File: config.mk
export PLATFORM = sky130hd
export DESIGN_NAME = decode_stage
export DESIGN_NICKNAME = d
export VERILOG_FILES = /design/src/verilog/decode_pkg.sv /design/src/verilog/decode_stage.sv /design/src/verilog/operand_selector.sv /design/src/verilog/displacement_sizer.sv /design/src/verilog/opcode_classifier.sv
export VERILOG_INCLUDE_DIRS = /design/src /design/src/verilog
export SDC_FILE = /design/constraint.sdc
export NUM_CORES = 1
export LEC_CHECK = 0
export CAP_MARGIN = 0
export CORE_UTILIZATION = 56
export CTS_CLUSTER_DIAMETER = 150
export DETAILED_ROUTE_END_ITERATION = 16
export DONT_BUFFER_PORTS = 1
export PLACE_DENSITY = 0.84
export SYNTH_ARGS = -nofsm -noshare
export SYNTH_HDL_FRONTEND = slang
export SYNTH_SLANG_ARGS = --single-unit
export TNS_END_PERCENT = 100
File: constraint.sdc
create_clock -name clk -period 1.6 [get_ports clk]
set_clock_uncertainty 0.05 [all_clocks]
set_input_delay 0.16 -clock clk [delete_from_list [all_inputs] [get_ports clk]]
set_output_delay 0.16 -clock clk [all_outputs]
set_load 0.1 [all_outputs]
File: src/verilog/decode_settings.svh
`ifndef DECODE_SETTINGS_SVH
`define DECODE_SETTINGS_SVH

// Instruction byte layout
//   byte 1: opcode[7:2] D W
//   byte 2: mod[7:6] reg[5:3] rm[2:0]

// Width of one instruction byte
`define DEC_BYTE_W 8

// Register identifier, top bit marks a segment register
`define DEC_REG_ID_W 4

// Width of the reg and rm fields
`define DEC_FIELD_W 3

// Width of the mod field
`define DEC_MOD_W 2

// mod value for a register operand
`define DEC_MOD_REG 2'b11

// rm value that with mod 00 gives a direct 16-bit address
`define DEC_RM_DIRECT 3'b110

`endif
File: src/verilog/decode_pkg.sv
`default_nettype none

`include "decode_settings.svh"

package decode_pkg;

    typedef logic [`DEC_BYTE_W-1:0]   opcode_t;
    typedef logic [`DEC_REG_ID_W-1:0] reg_id_t;
    typedef logic [`DEC_FIELD_W-1:0]  reg_field_t;
    typedef logic [`DEC_MOD_W-1:0]    mod_field_t;

    // Second instruction byte
    typedef struct packed {
        mod_field_t mod;
        reg_field_t reg_fld;                // reg is a keyword
        reg_field_t rm;
    } modrm_t;

    // One bit per operand pattern, all clear for no operands or unknown
    typedef struct packed {
        logic alu_rm_r;                     // 00-3B, low bits 00-11
        logic alu_acc_imm;                  // ALU accumulator with immediate
        logic grp1_rm_imm;                  // 80-83
        logic mov_rm_r;                     // 88-8B
        logic mov_rm_sreg;                  // 8C and 8E
        logic mov_r_imm;                    // B0-BF
        logic mov_rm_imm;                   // C6 and C7
        logic single_reg;                   // 40-5F and 90-97
        logic shift_rm;                     // C0, C1, D0-D3
        logic disp_only;                    // Jcc, LOOP, JMP near and short
        logic far_xfer;                     // CALL far and JMP far
        logic imm_only;                     // IN/OUT, TEST acc, RET imm16
    } op_class_t;

    // Decoded result of one opcode and ModR/M pair
    typedef struct packed {
        logic    need_modrm;
        logic    need_disp;
        logic    disp_size;                 // 0 is 8 bits, 1 is 16 bits
        logic    need_imm;
        logic    imm_size;                  // 0 is 8 bits, 1 is 16 bits
        logic    byte_word;                 // W field
        logic    unknown;                   // Opcode outside decoded set
        reg_id_t src;
        reg_id_t dst;
    } decode_info_t;

endpackage

`default_nettype wire

File: src/verilog/decode_stage.sv
`timescale 1ns/100ps
`default_nettype none

module decode_stage
(
    input  logic                     clk,
    input  logic                     rst_n,
    input  logic                     in_valid,
    input  decode_pkg::opcode_t      opcode,
    input  decode_pkg::modrm_t       modrm,
    output logic                     out_valid,
    output decode_pkg::decode_info_t info
);

    decode_pkg::op_class_t    op_class;
    logic                     need_modrm;
    logic                     need_imm;
    logic                     imm_size;
    logic                     byte_word;
    logic                     fixed_disp16;
    logic                     unknown;
    logic                     need_disp;
    logic                     disp_size;
    decode_pkg::reg_id_t      src;
    decode_pkg::reg_id_t      dst;
    decode_pkg::decode_info_t info_next;

    opcode_classifier opcode_classifier_inst
    (
        .opcode       (opcode),
        .op_class     (op_class),
        .need_modrm   (need_modrm),
        .need_imm     (need_imm),
        .imm_size     (imm_size),
        .byte_word    (byte_word),
        .fixed_disp16 (fixed_disp16),
        .unknown      (unknown)
    );

    displacement_sizer displacement_sizer_inst
    (
        .modrm        (modrm),
        .op_class     (op_class),
        .need_modrm   (need_modrm),
        .fixed_disp16 (fixed_disp16),
        .need_disp    (need_disp),
        .disp_size    (disp_size)
    );

    operand_selector operand_selector_inst
    (
        .opcode   (opcode),
        .modrm    (modrm),
        .op_class (op_class),
        .src      (src),
        .dst      (dst)
    );

    always_comb
    begin
        info_next            = '0;
        info_next.need_modrm = need_modrm;
        info_next.need_disp  = need_disp;
        info_next.disp_size  = disp_size;
        info_next.need_imm   = need_imm;
        info_next.imm_size   = imm_size;
        info_next.byte_word  = byte_word;
        info_next.unknown    = unknown;
        info_next.src        = src;
        info_next.dst        = dst;
    end

    // One-cycle output register, info holds between strobes
    always_ff @(posedge clk)
    begin
        if (!rst_n)
        begin
            out_valid <= 1'b0;
            info      <= '0;
        end
        else
        begin
            out_valid <= in_valid;
            if (in_valid)
            begin
                info <= info_next;
            end
        end
    end

endmodule

`default_nettype wire

File: src/verilog/operand_selector.sv
`timescale 1ns/100ps
`default_nettype none

`include "decode_settings.svh"

module operand_selector
(
    input  decode_pkg::opcode_t   opcode,
    input  decode_pkg::modrm_t    modrm,
    input  decode_pkg::op_class_t op_class,
    output decode_pkg::reg_id_t   src,
    output decode_pkg::reg_id_t   dst
);

    logic                   dir;
    decode_pkg::reg_field_t opcode_reg;
    decode_pkg::reg_id_t    reg_id;
    decode_pkg::reg_id_t    rm_id;
    decode_pkg::reg_id_t    sreg_id;
    decode_pkg::reg_id_t    opcode_id;

    assign dir        = opcode[1];                   // D bit, 1 means reg is the target
    assign opcode_reg = opcode[`DEC_FIELD_W-1:0];

    assign reg_id    = {1'b0, modrm.reg_fld};
    assign rm_id     = {1'b0, modrm.rm};
    assign sreg_id   = {1'b1, modrm.reg_fld};        // Segment register space
    assign opcode_id = {1'b0, opcode_reg};

    always_comb
    begin
        src = '0;
        dst = '0;
        if (op_class.alu_rm_r || op_class.mov_rm_r)
        begin
            dst = dir ? reg_id : rm_id;
            src = dir ? rm_id : reg_id;
        end
        else if (op_class.mov_rm_sreg)
        begin
            // 8E loads the segment register, 8C stores it
            dst = dir ? sreg_id : rm_id;
            src = dir ? rm_id : sreg_id;
        end
        else if (op_class.grp1_rm_imm || op_class.mov_rm_imm)
        begin
            dst = rm_id;
        end
        else if (op_class.mov_r_imm)
        begin
            dst = opcode_id;
        end
        else if (op_class.shift_rm)
        begin
            src = rm_id;                            // Read-modify-write on r/m
            dst = rm_id;
        end
        else if (op_class.single_reg)
        begin
            src = opcode_id;
        end
    end

endmodule

`default_nettype wire

File: src/verilog/displacement_sizer.sv
`timescale 1ns/100ps
`default_nettype none

`include "decode_settings.svh"

module displacement_sizer
(
    input  decode_pkg::modrm_t    modrm,
    input  decode_pkg::op_class_t op_class,
    input  logic                  need_modrm,
    input  logic                  fixed_disp16,
    output logic                  need_disp,
    output logic                  disp_size
);

    logic mem_operand;
    logic direct_addr;
    logic modrm_disp;
    logic modrm_disp16;
    logic branch_disp;

    assign mem_operand = modrm.mod != `DEC_MOD_REG;
    assign direct_addr = modrm.mod == 2'b00 && modrm.rm == `DEC_RM_DIRECT;

    // mod 01 and 10 carry a displacement, mod 00 only for the direct address
    assign modrm_disp   = mem_operand && (modrm.mod != 2'b00 || direct_addr);
    assign modrm_disp16 = direct_addr || modrm.mod == 2'b10;

    assign branch_disp = op_class.disp_only | op_class.far_xfer;

    always_comb
    begin
        need_disp = 1'b0;
        disp_size = 1'b0;
        if (branch_disp)
        begin
            need_disp = 1'b1;
            disp_size = fixed_disp16;               // Short jumps take disp8
        end
        else if (need_modrm)
        begin
            need_disp = modrm_disp;
            disp_size = modrm_disp16;
        end
    end

endmodule

`default_nettype wire

File: src/verilog/opcode_classifier.sv
`timescale 1ns/100ps
`default_nettype none

module opcode_classifier
(
    input  decode_pkg::opcode_t   opcode,
    output decode_pkg::op_class_t op_class,
    output logic                  need_modrm,
    output logic                  need_imm,
    output logic                  imm_size,
    output logic                  byte_word,
    output logic                  fixed_disp16,
    output logic                  unknown
);

    // Every form that is followed by a ModR/M byte
    assign need_modrm = op_class.alu_rm_r    | op_class.grp1_rm_imm |
                        op_class.mov_rm_r    | op_class.mov_rm_sreg |
                        op_class.mov_rm_imm  | op_class.shift_rm;

    // MOV r,imm and the 8C-8F group keep W in bit 3
    assign byte_word = (opcode[7:4] == 4'b1011 || opcode[7:2] == 6'b1000_11) ?
                       opcode[3] : opcode[0];

    always_comb
    begin
        op_class     = '0;
        need_imm     = 1'b0;
        imm_size     = 1'b0;
        fixed_disp16 = 1'b0;
        unknown      = 1'b0;
        casez (opcode)
            8'b00??_?0??: op_class.alu_rm_r = 1'b1;        // ADD..CMP r/m,r
            8'b00??_?10?:                                   // ADD..CMP acc,imm
            begin
                op_class.alu_acc_imm = 1'b1;
                need_imm             = 1'b1;
                imm_size             = opcode[0];
            end
            8'b00??_?11?: ;                                 // Seg push/pop, prefixes, BCD adjust
            8'b010?_????: op_class.single_reg = 1'b1;      // INC, DEC, PUSH, POP reg16
            8'b0110_0000: ;                                 // PUSHA
            8'b0111_????: op_class.disp_only = 1'b1;       // Jcc short
            8'b1000_00??:                                   // Group 1 r/m,imm
            begin
                op_class.grp1_rm_imm = 1'b1;
                need_imm             = 1'b1;
                imm_size             = !opcode[1] & opcode[0]; // 83 sign-extends imm8
            end
            8'b1000_10??: op_class.mov_rm_r = 1'b1;        // MOV r/m,r
            8'b1000_11?0: op_class.mov_rm_sreg = 1'b1;     // MOV r/m,sreg and back
            8'b1001_0???: op_class.single_reg = 1'b1;      // XCHG AX,reg and NOP
            8'b1001_100?: ;                                 // CBW, CWD
            8'b1001_1010:                                   // CALL far
            begin
                op_class.far_xfer = 1'b1;
                need_imm          = 1'b1;
                imm_size          = 1'b1;
                fixed_disp16      = 1'b1;
            end
            8'b1001_1011: ;                                 // WAIT
            8'b1001_11??: ;                                 // PUSHF, POPF, SAHF, LAHF
            8'b1010_01??: ;                                 // MOVS, CMPS
            8'b1010_100?:                                   // TEST acc,imm
            begin
                op_class.imm_only = 1'b1;
                need_imm          = 1'b1;
                imm_size          = opcode[0];
            end
            8'b1010_101?: ;                                 // STOS
            8'b1010_11??: ;                                 // LODS, SCAS
            8'b1011_????:                                   // MOV reg,imm
            begin
                op_class.mov_r_imm = 1'b1;
                need_imm           = 1'b1;
                imm_size           = opcode[3];
            end
            8'b1100_000?:                                   // Shift r/m,imm8
            begin
                op_class.shift_rm = 1'b1;
                need_imm          = 1'b1;
            end
            8'b1100_0010:                                   // RET imm16
            begin
                op_class.imm_only = 1'b1;
                need_imm          = 1'b1;
                imm_size          = 1'b1;
            end
            8'b1100_0011: ;                                 // RET near
            8'b1100_011?:                                   // MOV r/m,imm
            begin
                op_class.mov_rm_imm = 1'b1;
                need_imm            = 1'b1;
                imm_size            = opcode[0];
            end
            8'b1100_1011: ;                                 // RET far
            8'b1101_00??: op_class.shift_rm = 1'b1;        // Shift r/m by 1 or CL
            8'b1110_0010: op_class.disp_only = 1'b1;       // LOOP
            8'b1110_01??:                                   // IN, OUT with port byte
            begin
                op_class.imm_only = 1'b1;
                need_imm          = 1'b1;
            end
            8'b1110_1001:                                   // JMP near
            begin
                op_class.disp_only = 1'b1;
                fixed_disp16       = 1'b1;
            end
            8'b1110_1010:                                   // JMP far
            begin
                op_class.far_xfer = 1'b1;
                need_imm          = 1'b1;
                imm_size          = 1'b1;
                fixed_disp16      = 1'b1;
            end
            8'b1110_1011: op_class.disp_only = 1'b1;       // JMP short
            8'b1111_0011,                                   // REP
            8'b1111_1010,                                   // CLI
            8'b1111_1100: ;                                 // CLD
            default:      unknown = 1'b1;
        endcase
    end

endmodule

`default_nettype wire

==> summary.md <==
| Metric | Value |
|---|---|
| Status | complete, no violations |
| First-pass GRT wire length | 6190 um |
| Pwr dens | 699 nW/um^2 |
| DR vias | 1428 |
| Nets | 202 |
| Number of synthesis warnings | 0 |
| Crit-path max FO | 19 |
| RD Place Congestion | 0.874 |
| WL/cell | 17.3 um |
| Worst r2r src | info[0]$_SDFFE_PN0P_ |
| RSZ-0062 raised after global routing | no |
| FF+latch count, synth | 16 |
| Mux share of post-synthesis cell area | 3.30% |
| IO Port Bufs | 0 |
| Height of the die | 50.7 um |
| Overflow after GRT | 0 |
| Least-Margin Pin Slew | 540 ps |
| TritonCTS clock tree | done |
| Area added between synthesis and finish | 15.4% |
| # setup viols final | 0 |
| Clk buf depth | 2 |
| CP endpoint kind | flop |
| CP Launch Point | opcode[4] |
| Final period util | 86.1% |
| Post-synth ARST share | 0% |
| Post-DR vias/cell | 6.80 |
| Synth Area in Simple Gates | 31.1% |
| # diodes | 0 |
| Hold Crit Class | in2reg |
| GRT Total Usage | 31.9% |
| Sequential Area | 320 um^2 |
| Post-Synth Adder-Cell Area | 0% |
| Core area | 2230 um^2 |
| Die width | 50.7 um |
| Filler Cell Count | 189 |
| Initial antenna violation count | 0 |
| Post-synth cell types | 51 |
| Total Routed Length | 3640 um |
| DIE AREA | 2570 um^2 |
| Startpoint Class | input pin |
| Multi-input gate area | 910 um^2 |
| DP Area | 1440 um^2 |
| Ys flop type | dfxtp_1 |
| CTS Buf Count | 3 |
| Design area | 1530 um^2 |
| First-pass DRT Iterations | 4 |
| Largest net degree at the start of global routing | 23 |
| Seq/Total Area, Yosys | 24.1% |
| Synth Instances | 171 |
| Main combinational cell family by area after synthesis | compound AO/OA/AOI/OAI gates |
| Max_cap viols | 0 |
| Post-synth EDFFs | 0 |
| Hold path startpoint | opcode[1] |
| DRC errors left | 0 |
| Layout cells sized above 1 | 19.8% |
| Final core occ | 68.7% |
| Synth Area in XOR/XNOR | 1.32% |
| Cell row count | 17 |
| Minimum clock period | 1380 ps |
| Pre-CTS setup slack | -53.0 ps |
| P_leak | 0.000564 uW |
| Fmax | 0.726 GHz |
| Drt initial violations | 59 |
| DP Wirelength | 2450 um |
| Reg clk slew, reported paths | 90 ps |
| # IOs | 35 |
| PnR worst setup slack | 222 ps |
| Worst-Skew Late Latency | 290 ps |
| Post-Syn Area | 1330 um^2 |
| Synth Area in Compound Gates | 31.5% |
| H-tree levels | 1 |
| Final Hold Vio Count | 0 |
| Final Max Slew Viols | 0 |
| Initial core utilization | 59.5% |
| CTS Sinks | 16 |
| Net Count, Synth | 190 |
| Avg Cell Area, Syn | 7.77 um^2 |
| Root buf cell | clkbuf_4 |
| Crit path arrival time | 1550 ps |
| Vias in the first global route | 1351 |
| Peak supply drop | 0.770 mV |
| Critical path required time | 1770 ps |
| Max-Slew Margin vs Limit | 63.9% |
| Kind of critical path | in2reg |
| Post-route antenna net violation count | 0 |
-- through the flow --
step | hold WS, ps | std cells | power (uW) | TNS, ps
4_1_cts | 9.48 | 210 | 1080 | 0
5_1_grt | 0.975 | 210 | 1130 | 0
3_3_place_gp | 210 | 200 | 782 | 0
6_report | 14.1 | 210 | 1070 | 0
2_1_floorplan | 248 | 171 | 786 | -235
3_5_place_dp | 214 | 200 | 790 | -192
-- synthesized netlist by cell type (all sizes together) (4+ instances only) --
master / instances / share of area, %
a21oi: 6 / 2.3
o21ai: 13 / 4.9
nand2: 15 / 4.2
nor2b: 8 / 3.8
a41oi: 5 / 5.0
nand3: 6 / 2.3
clkbuf: 11 / 3.1
dfxtp: 16 / 24
nor3b: 5 / 2.8
nor2: 4 / 1.1
nand2b: 5 / 2.4
a31oi: 7 / 3.3
inv: 6 / 1.7
nand3b: 5 / 2.8
buf: 8 / 3.9
-- cells by family (layout without fill, tap and decap cells) --
family / after synthesis / after routing
AOI/OAI and AO/OA: 55 / 55
and+or+nand+nor: 69 / 69
muxes: 4 / 4
DFF: 16 / 16
buffers and inverters: 25 / 36
xor gates and xnor gates: 2 / 2
-- power breakdown --
group | internal (uW) | total [uW] | switching [uW]
Combinational | 119 | 374 | 254
Clock | 139 | 266 | 127
Sequential | 421 | 433 | 12.1
-- what timing repair did --
item	CTS	global route
gates resized for setup	0	0
hold buffers	6	0
endpoints found under the hold margin	16	0
buffers inserted	0	0
-- cell usage in the layout (no fill, tap or decap), drive strengths merged, types with 2 or more instances in the layout --
master	instances
o22ai	3
nor3b	5
nor3	3
a211o	2
xnor2	2
a21oi	6
dfxtp	16
nor2b	8
a21o	2
a41oi	5
dlygate4sd3	6
o31ai	2
a31oi	7
nand3b	5
nor2	4
inv	6
mux2	3
or3b	3
nand4	3
or3	2
clkbuf	4
nand2b	5
buf	20
nand2	15
a22oi	3
o21ai	13
and3	2
and2	3
nand3	6
o211a	2
-- area by class of cell --
type,count,area share [%]
Clock buffer,4,2.37
Inverter,6,1.47
Tap cell,28,2.28
Sequential cell,16,20.9
Multi-Input combinational cell,130,59.3
Timing Repair Buffer,26,13.7
-- path summary, 6_finish.rpt --
path,to,slack (ps),cells past startpoint
min reg2reg,info[8]$_SDFFE_PN0P_,440,2
min,info[1]$_SDFFE_PN0P_,10,2
max,info[0]$_SDFFE_PN0P_,220,5
max reg2reg,info[0]$_SDFFE_PN0P_,790,2
-- routing by layer --
layer | up-vias | GRT usage [%] | wire [um]
met2 | 84 | 48.9 | 1730
met4 | 0 | 18.1 | 160
met1 | 659 | 39.3 | 1450
li1 | 667 | - | -
met3 | 18 | 9.70 | 300
met5 | - | 0 | 0
-- critical path, stage by stage --
cell      delay (ps)
or3b_4           400
a221oi_4         350
or3b_1           350
nand3_2          100
a41oi_2          180
-- flip-flops by register name (all words and copies together) (netlist names) --
| name | count |
|---|---|
| out_valid | 1 |
| info | 15 |
Note: power is estimated with default switching activity, not from simulation.
